`config.mk`:
```
export PLATFORM = sky130hd
export DESIGN_NAME = pipeline_top
export DESIGN_NICKNAME = d
export VERILOG_FILES = /design/src/common/pipe_pkg.sv /design/src/design/decode/reg_file.sv /design/src/design/decode/decode_stage.sv /design/src/design/execute_stage.sv /design/src/design/result_stage.sv /design/src/design/pipeline_top.sv
export SDC_FILE = /design/constraint.sdc
export NUM_CORES = 2
export LEC_CHECK = 0
export ABC_AREA = 1
export BUFFER_PORTS_ARGS = -buffer_cell sky130_fd_sc_hd__buf_4
export CAP_MARGIN = 20
export CORE_MARGIN = 4
export CORE_UTILIZATION = 30
export DETAILED_ROUTE_END_ITERATION = 8
export SLEW_MARGIN = 25
export SYNTH_ARGS = -nofsm -noshare
export SYNTH_HDL_FRONTEND = slang
export SYNTH_HIERARCHICAL = 1
export SYNTH_SLANG_ARGS = --single-unit
```
`constraint.sdc`:
```
create_clock -name clock -period 3.8 [get_ports clock]
set_input_delay 0.19 -clock clock [delete_from_list [all_inputs] [get_ports clock]]
set_output_delay 0.19 -clock clock [all_outputs]
set_load 0.005 [all_outputs]
```
`src/common/pipe_pkg.sv`:
```
// pipeline package
// widths, instruction encodings, ALU op codes, status codes and the instruction word

package pipe_pkg;

	////////////////////////////////////////
	// widths
	////////////////////////////////////////

	localparam int XLEN      = 32;  // data and pc width
	localparam int REG_IDX_W = 5;
	localparam int NUM_REGS  = 32;

	localparam logic [REG_IDX_W-1:0] ZERO_REG = '0;  // x0

	////////////////////////////////////////
	// instruction encodings
	////////////////////////////////////////

	// major opcodes
	localparam logic [6:0] OPC_OP     = 7'b0110011;
	localparam logic [6:0] OPC_OP_IMM = 7'b0010011;
	localparam logic [6:0] OPC_SYSTEM = 7'b1110011;

	// funct3, shared by register and immediate forms
	localparam logic [2:0] F3_ADD_SUB = 3'b000;
	localparam logic [2:0] F3_SLT     = 3'b010;
	localparam logic [2:0] F3_XOR     = 3'b100;
	localparam logic [2:0] F3_OR      = 3'b110;
	localparam logic [2:0] F3_AND     = 3'b111;

	localparam logic [6:0] F7_SUB = 7'b0100000;  // only non-zero funct7 we take

	localparam logic [XLEN-1:0] INST_WFI = 32'h1050_0073;

	////////////////////////////////////////
	// ALU ops and status
	////////////////////////////////////////

	localparam logic [2:0] ALU_ADD = 3'd0;
	localparam logic [2:0] ALU_SUB = 3'd1;
	localparam logic [2:0] ALU_SLT = 3'd2;  // signed compare
	localparam logic [2:0] ALU_XOR = 3'd3;
	localparam logic [2:0] ALU_OR  = 3'd4;
	localparam logic [2:0] ALU_AND = 3'd5;

	localparam logic [1:0] ERR_NONE    = 2'd0;
	localparam logic [1:0] ERR_ILLEGAL = 2'd1;
	localparam logic [1:0] ERR_HALTED  = 2'd2;

	// one instruction word, seen as R-type or I-type fields
	typedef union packed {
		struct packed {
			logic [6:0]           funct7;
			logic [REG_IDX_W-1:0] rs2;
			logic [REG_IDX_W-1:0] rs1;
			logic [2:0]           funct3;
			logic [REG_IDX_W-1:0] rd;
			logic [6:0]           opcode;
		} r;
		struct packed {
			logic [11:0]          imm;     // sign bit at 11
			logic [REG_IDX_W-1:0] rs1;
			logic [2:0]           funct3;
			logic [REG_IDX_W-1:0] rd;
			logic [6:0]           opcode;
		} i;
	} inst_word_t;

endpackage

```
`src/design/decode/reg_file.sv`:
```
// register file
// 32 registers, x0 fixed at zero, reads see a same-cycle write

`timescale 1ns/1ps

module reg_file (
	input  logic                           clock,
	input  logic                           reset,
	input  logic [pipe_pkg::REG_IDX_W-1:0] rs1_idx,
	input  logic [pipe_pkg::REG_IDX_W-1:0] rs2_idx,
	input  logic                           wr_en,
	input  logic [pipe_pkg::REG_IDX_W-1:0] wr_idx,
	input  logic [pipe_pkg::XLEN-1:0]      wr_data,
	output logic [pipe_pkg::XLEN-1:0]      rs1_data,
	output logic [pipe_pkg::XLEN-1:0]      rs2_data
);

	logic [pipe_pkg::XLEN-1:0] regs [pipe_pkg::NUM_REGS];
	logic                      wr_live;  // write that actually lands

	assign wr_live = wr_en && (wr_idx != pipe_pkg::ZERO_REG);

	always_ff @(posedge clock) begin
		if (!reset) begin
			for (int n = 0; n < pipe_pkg::NUM_REGS; n++)
				regs[n] <= '0;
		end else if (wr_live) begin
			regs[wr_idx] <= wr_data;
		end
	end

	// write-through read ports
	always_comb begin
		if (rs1_idx == pipe_pkg::ZERO_REG)
			rs1_data = '0;
		else if (wr_live && wr_idx == rs1_idx)
			rs1_data = wr_data;
		else
			rs1_data = regs[rs1_idx];

		if (rs2_idx == pipe_pkg::ZERO_REG)
			rs2_data = '0;
		else if (wr_live && wr_idx == rs2_idx)
			rs2_data = wr_data;
		else
			rs2_data = regs[rs2_idx];
	end

endmodule

```
`src/design/decode/decode_stage.sv`:
```
// decode stage
// accepts instructions, decodes them, reads the register file and locks on halt

`timescale 1ns/1ps

module decode_stage (
	input  logic                           clock,
	input  logic                           reset,
	input  logic                           inst_valid,
	input  logic [pipe_pkg::XLEN-1:0]      inst,
	input  logic [pipe_pkg::XLEN-1:0]      inst_pc,
	input  logic                           wr_en,
	input  logic [pipe_pkg::REG_IDX_W-1:0] wr_idx,
	input  logic [pipe_pkg::XLEN-1:0]      wr_data,
	output logic                           inst_ready,
	output logic                           dec_valid,
	output logic [pipe_pkg::XLEN-1:0]      dec_pc,
	output logic [2:0]                     alu_op,
	output logic                           use_imm,
	output logic [pipe_pkg::XLEN-1:0]      imm,
	output logic [pipe_pkg::REG_IDX_W-1:0] rs1_idx,
	output logic [pipe_pkg::REG_IDX_W-1:0] rs2_idx,
	output logic [pipe_pkg::XLEN-1:0]      rs1_data,
	output logic [pipe_pkg::XLEN-1:0]      rs2_data,
	output logic [pipe_pkg::REG_IDX_W-1:0] dest_idx,
	output logic                           halt,
	output logic                           illegal
);

	pipe_pkg::inst_word_t           word;
	logic                           accept;
	logic                           stop;         // halt or illegal being accepted
	logic                           halt_lock;
	logic [2:0]                     f3_op;
	logic                           f3_ok;
	logic [2:0]                     op_next;
	logic                           use_imm_next;
	logic                           halt_next;
	logic                           illegal_next;
	logic [pipe_pkg::REG_IDX_W-1:0] rs2_next;
	logic [pipe_pkg::REG_IDX_W-1:0] dest_next;
	logic [pipe_pkg::XLEN-1:0]      imm_next;
	logic [pipe_pkg::XLEN-1:0]      rs1_rd;
	logic [pipe_pkg::XLEN-1:0]      rs2_rd;

	assign word   = inst;
	assign accept = inst_valid && inst_ready;
	assign stop   = halt_next || illegal_next;
	assign imm_next = {{(pipe_pkg::XLEN-12){word.i.imm[11]}}, word.i.imm};

	////////////////////////////////////////
	// field decode
	////////////////////////////////////////

	// funct3 sits in the same slot for both views
	always_comb begin
		f3_ok = 1'b1;
		case (word.i.funct3)
			pipe_pkg::F3_ADD_SUB: f3_op = pipe_pkg::ALU_ADD;
			pipe_pkg::F3_SLT:     f3_op = pipe_pkg::ALU_SLT;
			pipe_pkg::F3_XOR:     f3_op = pipe_pkg::ALU_XOR;
			pipe_pkg::F3_OR:      f3_op = pipe_pkg::ALU_OR;
			pipe_pkg::F3_AND:     f3_op = pipe_pkg::ALU_AND;
			default: begin
				f3_op = pipe_pkg::ALU_ADD;
				f3_ok = 1'b0;  // shifts, sltu
			end
		endcase
	end

	always_comb begin
		op_next      = f3_op;
		use_imm_next = 1'b0;
		halt_next    = 1'b0;
		illegal_next = 1'b0;
		rs2_next     = word.r.rs2;
		dest_next    = word.r.rd;
		case (word.r.opcode)
			pipe_pkg::OPC_OP: begin
				if (word.r.funct3 == pipe_pkg::F3_ADD_SUB && word.r.funct7 == pipe_pkg::F7_SUB)
					op_next = pipe_pkg::ALU_SUB;
				else if (!f3_ok || word.r.funct7 != '0)
					illegal_next = 1'b1;
			end
			pipe_pkg::OPC_OP_IMM: begin
				use_imm_next = 1'b1;
				rs2_next     = pipe_pkg::ZERO_REG;  // no second source
				illegal_next = !f3_ok;
			end
			pipe_pkg::OPC_SYSTEM: begin
				halt_next    = (inst == pipe_pkg::INST_WFI);
				illegal_next = (inst != pipe_pkg::INST_WFI);
			end
			default: illegal_next = 1'b1;
		endcase
		if (stop)
			dest_next = pipe_pkg::ZERO_REG;  // nothing to forward or write
	end

	reg_file u_reg_file (
		.clock(clock), .reset(reset),
		.rs1_idx(word.r.rs1), .rs2_idx(rs2_next),
		.wr_en(wr_en), .wr_idx(wr_idx), .wr_data(wr_data),
		.rs1_data(rs1_rd), .rs2_data(rs2_rd)
	);

	////////////////////////////////////////
	// handshake and decode register
	////////////////////////////////////////

	always_ff @(posedge clock) begin
		if (!reset) begin
			dec_valid  <= 1'b0;
			halt_lock  <= 1'b0;
			inst_ready <= 1'b0;
		end else begin
			dec_valid <= accept;
			if (accept && stop)
				halt_lock <= 1'b1;  // held until reset
			inst_ready <= !(halt_lock || (accept && stop));
		end
	end

	always_ff @(posedge clock) begin
		if (accept) begin
			dec_pc   <= inst_pc;
			alu_op   <= op_next;
			use_imm  <= use_imm_next;
			imm      <= imm_next;
			rs1_idx  <= word.r.rs1;
			rs2_idx  <= rs2_next;
			rs1_data <= rs1_rd;
			rs2_data <= rs2_rd;
			dest_idx <= dest_next;
			halt     <= halt_next;
			illegal  <= illegal_next;
		end
	end

	// once a stopping word is taken the source stays shut out
	a_ready_locked: assert property (@(posedge clock) disable iff (!reset)
		accept && stop |=> always !inst_ready);

endmodule

```
`src/design/execute_stage.sv`:
```
// execute stage
// operand forwarding, ALU and the execute-to-result register

`timescale 1ns/1ps

module execute_stage (
	input  logic                           clock,
	input  logic                           reset,
	input  logic                           dec_valid,
	input  logic [pipe_pkg::XLEN-1:0]      dec_pc,
	input  logic [2:0]                     alu_op,
	input  logic                           use_imm,
	input  logic [pipe_pkg::XLEN-1:0]      imm,
	input  logic [pipe_pkg::REG_IDX_W-1:0] rs1_idx,
	input  logic [pipe_pkg::REG_IDX_W-1:0] rs2_idx,
	input  logic [pipe_pkg::XLEN-1:0]      rs1_data,
	input  logic [pipe_pkg::XLEN-1:0]      rs2_data,
	input  logic [pipe_pkg::REG_IDX_W-1:0] dest_idx,
	input  logic                           halt,
	input  logic                           illegal,
	input  logic                           wr_en,
	input  logic [pipe_pkg::REG_IDX_W-1:0] wr_idx,
	input  logic [pipe_pkg::XLEN-1:0]      wr_data,
	output logic                           res_valid,
	output logic [pipe_pkg::XLEN-1:0]      res_pc,
	output logic [pipe_pkg::XLEN-1:0]      res_data,
	output logic [pipe_pkg::REG_IDX_W-1:0] res_dest,
	output logic                           res_halt,
	output logic                           res_illegal
);

	logic [pipe_pkg::XLEN-1:0] op_a;
	logic [pipe_pkg::XLEN-1:0] rs2_val;
	logic [pipe_pkg::XLEN-1:0] op_b;
	logic [pipe_pkg::XLEN-1:0] alu_out;

	////////////////////////////////////////
	// forwarding
	////////////////////////////////////////

	// youngest producer wins: execute output, then commit, then decode read
	function automatic logic [pipe_pkg::XLEN-1:0] pick_operand(
		input logic [pipe_pkg::REG_IDX_W-1:0] idx,
		input logic [pipe_pkg::XLEN-1:0]      dec_val
	);
		if (res_valid && res_dest == idx && idx != pipe_pkg::ZERO_REG)
			return res_data;
		else if (wr_en && wr_idx == idx)
			return wr_data;  // wr_en never set for x0
		return dec_val;
	endfunction

	always_comb begin
		op_a    = pick_operand(rs1_idx, rs1_data);
		rs2_val = pick_operand(rs2_idx, rs2_data);
		op_b    = use_imm ? imm : rs2_val;
	end

	////////////////////////////////////////
	// ALU
	////////////////////////////////////////

	always_comb begin
		case (alu_op)
			pipe_pkg::ALU_ADD: alu_out = op_a + op_b;
			pipe_pkg::ALU_SUB: alu_out = op_a - op_b;
			pipe_pkg::ALU_SLT: alu_out = {{(pipe_pkg::XLEN-1){1'b0}}, $signed(op_a) < $signed(op_b)};
			pipe_pkg::ALU_XOR: alu_out = op_a ^ op_b;
			pipe_pkg::ALU_OR:  alu_out = op_a | op_b;
			pipe_pkg::ALU_AND: alu_out = op_a & op_b;
			default:           alu_out = '0;  // unused codes
		endcase
	end

	// result register, tags ride along with the data
	always_ff @(posedge clock) begin
		if (!reset)
			res_valid <= 1'b0;
		else
			res_valid <= dec_valid;
	end

	always_ff @(posedge clock) begin
		res_pc      <= dec_pc;
		res_data    <= alu_out;
		res_dest    <= dest_idx;
		res_halt    <= halt;
		res_illegal <= illegal;
	end

	// pipeline comes out of reset empty
	a_empty_after_reset: assert property (@(posedge clock) $rose(reset) |=> !res_valid);

endmodule

```
`src/design/result_stage.sv`:
```
// result stage
// commit register, register file write port and sticky error status

`timescale 1ns/1ps

module result_stage (
	input  logic                           clock,
	input  logic                           reset,
	input  logic                           res_valid,
	input  logic [pipe_pkg::XLEN-1:0]      res_pc,
	input  logic [pipe_pkg::XLEN-1:0]      res_data,
	input  logic [pipe_pkg::REG_IDX_W-1:0] res_dest,
	input  logic                           res_halt,
	input  logic                           res_illegal,
	output logic                           commit_valid,
	output logic [pipe_pkg::XLEN-1:0]      commit_pc,
	output logic                           commit_wr_en,
	output logic [pipe_pkg::REG_IDX_W-1:0] commit_wr_idx,
	output logic [pipe_pkg::XLEN-1:0]      commit_wr_data,
	output logic [1:0]                     error_status
);

	logic writes;  // instruction that updates a register

	assign writes = res_valid && (res_dest != pipe_pkg::ZERO_REG) && !res_halt && !res_illegal;

	////////////////////////////////////////
	// commit register
	////////////////////////////////////////

	always_ff @(posedge clock) begin
		if (!reset) begin
			commit_valid <= 1'b0;
			commit_wr_en <= 1'b0;
		end else begin
			commit_valid <= res_valid;
			commit_wr_en <= writes;
		end
	end

	always_ff @(posedge clock) begin
		commit_pc      <= res_pc;
		commit_wr_idx  <= res_dest;
		commit_wr_data <= res_data;
	end

	// first stopping instruction sets the code, later ones leave it
	always_ff @(posedge clock) begin
		if (!reset) begin
			error_status <= pipe_pkg::ERR_NONE;
		end else if (error_status == pipe_pkg::ERR_NONE && res_valid) begin
			if (res_illegal)
				error_status <= pipe_pkg::ERR_ILLEGAL;
			else if (res_halt)
				error_status <= pipe_pkg::ERR_HALTED;
		end
	end

	// a write only ever goes out with its commit, and never to x0
	a_write_qualified: assert property (@(posedge clock) disable iff (!reset)
		commit_wr_en |-> commit_valid && commit_wr_idx != pipe_pkg::ZERO_REG);

endmodule

```
`src/design/pipeline_top.sv`:
```
// three stage integer pipeline
// decode, execute and result stages with the commit port at the top

`timescale 1ns/1ps

module pipeline_top (
	input  logic                          clock,
	input  logic                          reset,
	input  logic                          inst_valid,
	input  logic [pipe_pkg::XLEN-1:0]     inst,
	input  logic [pipe_pkg::XLEN-1:0]     inst_pc,
	output logic                          inst_ready,
	output logic                          commit_valid,
	output logic [pipe_pkg::XLEN-1:0]     commit_pc,
	output logic                          commit_wr_en,
	output logic [pipe_pkg::REG_IDX_W-1:0] commit_wr_idx,
	output logic [pipe_pkg::XLEN-1:0]     commit_wr_data,
	output logic [1:0]                    error_status
);

	// decode register
	logic                           dec_valid;
	logic [pipe_pkg::XLEN-1:0]      dec_pc;
	logic [2:0]                     alu_op;
	logic                           use_imm;
	logic [pipe_pkg::XLEN-1:0]      imm;
	logic [pipe_pkg::REG_IDX_W-1:0] rs1_idx;
	logic [pipe_pkg::REG_IDX_W-1:0] rs2_idx;
	logic [pipe_pkg::XLEN-1:0]      rs1_data;
	logic [pipe_pkg::XLEN-1:0]      rs2_data;
	logic [pipe_pkg::REG_IDX_W-1:0] dest_idx;
	logic                           halt;
	logic                           illegal;

	// execute register
	logic                           res_valid;
	logic [pipe_pkg::XLEN-1:0]      res_pc;
	logic [pipe_pkg::XLEN-1:0]      res_data;
	logic [pipe_pkg::REG_IDX_W-1:0] res_dest;
	logic                           res_halt;
	logic                           res_illegal;

	decode_stage u_decode (
		.clock(clock), .reset(reset),
		.inst_valid(inst_valid), .inst(inst), .inst_pc(inst_pc),
		.wr_en(commit_wr_en), .wr_idx(commit_wr_idx), .wr_data(commit_wr_data),
		.inst_ready(inst_ready), .dec_valid(dec_valid), .dec_pc(dec_pc),
		.alu_op(alu_op), .use_imm(use_imm), .imm(imm),
		.rs1_idx(rs1_idx), .rs2_idx(rs2_idx), .rs1_data(rs1_data), .rs2_data(rs2_data),
		.dest_idx(dest_idx), .halt(halt), .illegal(illegal)
	);

	execute_stage u_execute (
		.clock(clock), .reset(reset),
		.dec_valid(dec_valid), .dec_pc(dec_pc), .alu_op(alu_op),
		.use_imm(use_imm), .imm(imm), .rs1_idx(rs1_idx), .rs2_idx(rs2_idx),
		.rs1_data(rs1_data), .rs2_data(rs2_data), .dest_idx(dest_idx),
		.halt(halt), .illegal(illegal),
		.wr_en(commit_wr_en), .wr_idx(commit_wr_idx), .wr_data(commit_wr_data),
		.res_valid(res_valid), .res_pc(res_pc), .res_data(res_data),
		.res_dest(res_dest), .res_halt(res_halt), .res_illegal(res_illegal)
	);

	result_stage u_result (
		.clock(clock), .reset(reset),
		.res_valid(res_valid), .res_pc(res_pc), .res_data(res_data),
		.res_dest(res_dest), .res_halt(res_halt), .res_illegal(res_illegal),
		.commit_valid(commit_valid), .commit_pc(commit_pc), .commit_wr_en(commit_wr_en),
		.commit_wr_idx(commit_wr_idx), .commit_wr_data(commit_wr_data),
		.error_status(error_status)
	);

endmodule

```
### Yosys cells after proc, flatten, opt, wreduce, memory -nomap -nowiden

Memory sizes are Yosys's and may differ from the RTL's.
Cells that the tools add are included.

| cells by class | value |
|---|---|
| eq/ne operators | 21 |
| multiplexer cells | 33 |
| bitwise gates (word level) | 3 |
| magnitude comparators | 1 |
| reductions and logical operators | 37 |
| add/sub/neg operators | 2 |

Operators with widths:

| operator | number |
|---|---|
| $mux W32 | 10 |
| $pmux W32 S6 | 1 |
| $add A32 B32 Y32 | 1 |
| $and A32 B32 Y32 | 1 |
| $eq A32 B29 Y1 const B | 1 |
| $lt A32 B32 Y1 | 1 |
| $ne A32 B29 Y1 const B | 1 |
| $or A32 B32 Y32 | 1 |
| $reduce_or A32 Y1 | 1 |
| $sub A32 B32 Y32 | 1 |
| $xor A32 B32 Y32 | 1 |
| $eq A5 B5 Y1 | 6 |
| $reduce_bool A5 Y1 | 4 |
| $logic_and A1 B1 Y1 | 16 |
| $eq A3 B3 Y1 const B | 5 |
| $eq A7 B6 Y1 const B | 2 |
| $mux W1 | 14 |
| $pmux W3 S4 | 1 |
| $logic_not A5 Y1 | 2 |
| $mux W5 | 2 |
| $eq A3 B2 Y1 const B | 3 |
| $eq A7 B5 Y1 const B | 1 |
| $eq A7 B7 Y1 const B | 1 |
| $reduce_bool A7 Y1 | 1 |
| other kinds (11) | 19 |

| storage, ports and cells | value |
|---|---|
| word-level logic and storage cells | 124 |
| output and inout bits | 74 |
| memories | 1 |
| flip-flop bits (word level) | 277 |
| bits in writable memories | 1024 |

Memories:

| name | depth | width | rd ports | clocked after Yosys merged registers in | wr ports | line | RTL |
|---|---|---|---|---|---|---|---|
| u_decode.u_reg_file.regs | 32 | 32 | 2 | 0 | 32 | reg_file.sv:18 | `logic [pipe_pkg::XLEN-1:0] regs [pipe_pkg::NUM_REGS];` |

### Logic depth before layout (Yosys ltp)

| depth | value |
|---|---|
| depth after elaboration | 12 |
| gate-level depth with buffers | 26 |
| mapped depth without buffers | 24 |

### Hierarchy

Netlist, hierarchy kept.

Modules (own cells, without submodules):

| module | cells each | area an instance (um^2) | times used |
|---|---|---|---|
| reg_file | 7416 | 58120.7 | 1 |
| execute_stage | 1852 | 10070.9 | 1 |
| decode_stage | 254 | 4601.9 | 1 |
| result_stage | 93 | 1545.2 | 1 |

### Worst setup path before layout

OpenSTA, ideal clock, no wires.

| timing | value |
|---|---|
| path kind | reg2reg |
| start | reg u_decode.inst_ready |
| end | reg u_decode.alu_op[0] (enable) |
| slack | 0.367 ns |
| arrival | 2.948 ns |
| period minus slack after synthesis | 3.433 ns |
| stages on the path, launching flop included | 3 |
| path through | dfxtp_1 nand2_1 inv_1 |

| on the way | value |
|---|---|
| word-level cells in the longest chain between the ends | 1 |

Ends and longest elaborated chain:

| item | line | RTL |
|---|---|---|
| start: declaration | decode_stage.sv:15 | `output logic inst_ready,` |
| start signal: assignment | decode_stage.sv:120 | `inst_ready <= !(halt_lock \|\| (accept && stop));` |
| $logic_and A1 B1 Y1 | decode_stage.sv:47 | `assign accept = inst_valid && inst_ready;` |
| named net u_decode.accept | decode_stage.sv:31 | `logic accept;` |
| end signal: assignment | decode_stage.sv:127 | `alu_op <= op_next;` |
| end: declaration | decode_stage.sv:18 | `output logic [2:0] alu_op,` |

The timed path passes the listed nets, and every way through them passes these cells.
A chain may end at the register's enable or synchronous reset.

### Worst setup path in the final report

| timing | value |
|---|---|
| start | reg u_decode/rs2_idx[3] in the netlist's numbering |
| end | reg u_execute/res_data[20] in the netlist's numbering |

| on the way | value |
|---|---|
| word-level cells in the longest chain between the ends | 8 |
| elaborated cells between the ends (all ways) | 17 |
| those cells by class | add/sub (2); eq/ne (2); mux (6); bitwise (3); reduce/logical (4) |

Ends and longest elaborated chain:

| item | line | RTL |
|---|---|---|
| start: declaration | decode_stage.sv:22 | `output logic [pipe_pkg::REG_IDX_W-1:0] rs2_idx,` |
| start signal: assignment | decode_stage.sv:131 | `rs2_idx <= rs2_next;` |
| $eq A5 B5 Y1, on equally long branches | execute_stage.sv:48, execute_stage.sv:46 |  |
| $logic_and A1 B1 Y1, on equally long branches | execute_stage.sv:48, execute_stage.sv:46 |  |
| $mux W1 or $logic_and A1 B1 Y1 (tied branches) | execute_stage.sv:48, execute_stage.sv:46 |  |
| $mux W1 or $mux W32 (tied branches) | execute_stage.sv:46 | `if (res_valid && res_dest == idx && idx != pipe_pkg::ZERO_REG)` |
| $mux W32 (*) | execute_stage.sv:50 | `return dec_val;` |
| $mux W32 (*) | execute_stage.sv:56 | `op_b = use_imm ? imm : rs2_val;` |
| $sub A32 B32 Y32 (tied with other cells) | execute_stage.sv:66 | `pipe_pkg::ALU_SUB: alu_out = op_a - op_b;` |
| $pmux W32 S6 (*) | execute_stage.sv:64 | `case (alu_op)` |
| named net u_execute.alu_out (one bit) | execute_stage.sv:35 | `logic [pipe_pkg::XLEN-1:0] alu_out;` |
| end signal: assignment | execute_stage.sv:85 | `res_data <= alu_out;` |
| end: declaration | execute_stage.sv:26 | `output logic [pipe_pkg::XLEN-1:0] res_data,` |

Mark *: on every way through the listed nets, which the timed path passes. The rest lies on a longest branch.

==> flow_summary.yaml <==
status:
  status: "finished clean"
drt:
  vias: 67800
  drtIter0Drc: 9973
  drc: 0
  top_layer: "met4"
  detail-route-antenna-nets: 0
  vias_per_cell: 5.22
  met1Wirelength_mm: 117
  wire_per_inst_um: 22.4
  dr_wl_met3_mm: 36.1
  routed_wl_mm: 291
  dr.pass1.iters: 7
  route.met2.wl_mm: 122
sta:
  fmax_ghz: 0.278
  finalCritPeriodShare_pct: 94.5
  worst_slack_ns: 0.209
  period_minus_slack_ns: 3.59
  tns_ns: 0
  slew_viol_final: 0
  setup_viol: 0
  hold_violations: 0
  worst_pin_slew_ns: 1.09
  finClkSkew_ns: 0.0371
  slew_headroom_pct: 26.9
  rsz0062_at_grt: "no"
logic_synthesis:
  yosysTopAreaCell: "edfxtp_1"
  synth_area_sq_mm: 0.0743
  syn_avg_cell_area_sq_um: 7.73
  synthTopCellsByCount: "nand2_1, nor2_1, nand3_1"
  synth_top_area_share_pct: 46.6
  synth-async-reset-ratio_pct: 0
  synthTopCellsByArea: "edfxtp_1, nand2_1, nand3_1, nor2_1, inv_1"
  synth_ff_type: "edfxtp_1"
  yosysSeqAreaShare_pct: 50.6
  yosysMostFrequentCell: "nand2_1"
  synth_edf_count: 1153
  synthCells: 9615
  synth_warnings: 6
  ys_types: 48
  synth-seq-cells: 1301
place:
  gp_congestion: 0.962
  dpl.hpwl_mm: 181
  io_buffers: 140
  dp_slack_ns: 0.257
  placed_cell_area_sq_mm: 0.0797
floorplan:
  die_h_um: 506
  die_area_sq_mm: 0.256
  num_rows: 182
  core_area_sq_mm: 0.246
  die_x_um: 506
  boundaryPins: 141
  initial_utilization_pct: 30.2
cts:
  root_buffer: "clkbuf_16"
  clk_pin_slew_ns: 0.07
  cts.sinks: 1301
  clk_latency_ns: 0.82
  cts_max_path_buffers: 3
  htree_levels: 4
  cts_tree: "done"
  numCtsBuffers: 152
final_layout:
  nNetsFinal: 9711
  fill_cells: 25300
  final_area_sq_mm: 0.0853
  utilization_pct: 34.6
  syn_to_final_growth_pct: 14.7
  drive_gt1_share_pct: 8.19
worst_hold_path:
  hp-class: "in -> reg"
  min_from: "inst[0]"
critical_path:
  arrival_ns: 4.26
  cp.required_ns: 4.47
  path_class: "reg -> reg"
  crit_path_start_kind: "register"
  critPathMaxFanout: 23
  r2r_start: "u_decode/rs2_idx[3]"
  crit_start: "u_decode/rs2_idx[3]"
  end_kind: "register"
flow_run:
  drv_cap: 0
power:
  combPwrFrac_pct: 16.1
  p_leak_uw: 0.0358
  power_density_mw_per_mm2: 431
  p_switching_uw: 11000
  ir_worst_vdd_mv: 0.453
  internal_power_uw: 25800
  power_uw: 36800
  pwr-share-seq_pct: 45.0
  clockPowerShare_pct: 38.9
  switching_share_pct: 29.9
grt:
  antenna_found_initial: 2
  track_usage_pct: 21.7
  overflow: 0
  grt_max_degree: 198
  grt_pass1_wl_mm: 416
  grt_pass1_vias: 61200
[routing by layer]
metal	vias up	track usage, %
li1	31200	-
met5	-	0
met3	591	5.51
met4	0	10.7
met2	4041	32.0
met1	31900	29.5
[power groups by stage]
stage	registers, uW	logic (uW)	clock network [uW]
5_1_grt	16600	6270	15100
4_1_cts	16500	5720	14500
3_3_place_gp	16800	5640	0
6_report	16600	5930	14300
2_1_floorplan	16700	3210	0
3_5_place_dp	16800	5640	0
[flip-flops by register name, indices dropped and copies added (netlist names), 12 cells and up]
signal and count:
u_execute/res_pc 32, u_decode/rs1_data 32, u_decode/dec_pc 32, u_execute/res_data 32, u_decode/imm 12, u_decode/u_reg_file/regs 1024, u_result/commit_pc 32, u_decode/rs2_data 32
u_result/commit_wr_data 32
[cell families after synthesis]
group / count (synthesis) / synth area share, %
simple gates: 5384 / 30.0
buf+inv: 1727 / 9.29
flops: 1301 / 50.6
compound gates: 1084 / 8.21
fa+ha+maj: 104 / 1.77
xor+xnor: 14 / 0.165
other cells: 1 / 0.00504
[timing repair]
action                     CTS  global route
setup buffers                0             1
resized for setup            0             6
setup endpoints to repair    0            11
hold endpoints to repair    64             0
hold buffers                73             0
[through the flow]
stage          instances  hold slack, ns
4_1_cts            13000         0.00522
6_report           13000          0.0808
3_5_place_dp       12600           0.312
3_3_place_gp       12600           0.310
2_1_floorplan       9646           0.288
5_1_grt            13000          0.0669
[path summary, 6_finish.rpt]
kind                                               end  slack [ns]  cells after the start
worst min register to register   u_result/commit_pc[4]        0.32                      0
worst min-delay path                u_decode/halt_lock        0.08                      7
worst max register to register  u_execute/res_data[20]        0.21                     18
worst max-delay path            u_execute/res_data[20]        0.21                     18
[cells in the final DEF, fill, tap and decap left out, types with 22 or more instances in the layout]
| cell type | n |
|---|---|
| o21ai_1 | 25 |
| edfxtp_1 | 1153 |
| nor3_1 | 26 |
| clkbuf_1 | 41 |
| nand2_2 | 40 |
| a21oi_1 | 348 |
| o22ai_1 | 41 |
| o211ai_1 | 202 |
| ha_1 | 100 |
| clkinv_1 | 30 |
| inv_1 | 946 |
| clkbuf_16 | 160 |
| nand4_1 | 45 |
| dlygate4sd3_1 | 73 |
| nand3_1 | 1228 |
| dfxtp_1 | 148 |
| buf_4 | 311 |
| buf_12 | 86 |
| nand2_1 | 2325 |
| nand3b_1 | 35 |
| conb_1 | 32 |
| clkinv_2 | 22 |
| nor2_1 | 1594 |
| o21ai_0 | 433 |
| inv_2 | 36 |
| or2_2 | 49 |
[layout make-up]
cell class,instances,area (sq um),area share (%)
Inverter,993,3760,4.41
Clock inverter,69,599,0.703
Antenna cell,4,10.0,0.0117
Timing Repair Buffer,474,4850,5.69
Clock buffer,204,4190,4.91
Tap cell,3312,4140,4.86
Sequential cell,1301,37600,44.1
Multi-Input combinational cell,6618,30100,35.3
[critical path: stages, from the launching register on]
cell      delay [ns]
edfxtp_1        0.44
xor2_1          0.19
nor3_4          0.23
nand3_2         0.15
nand2_2         0.16
buf_4           0.30
nor2_1          0.08
o21ai_1         0.24
ha_1            0.38
nor2_1          0.24
nand2_1         0.12
inv_1           0.09
nand3_1         0.09
nand3b_1        0.31
nand2_1         0.13
nand2_1         0.09
nand2_1         0.05
nand3_1         0.08
nand3_1         0.09
Power figures use the tool's default switching activity.
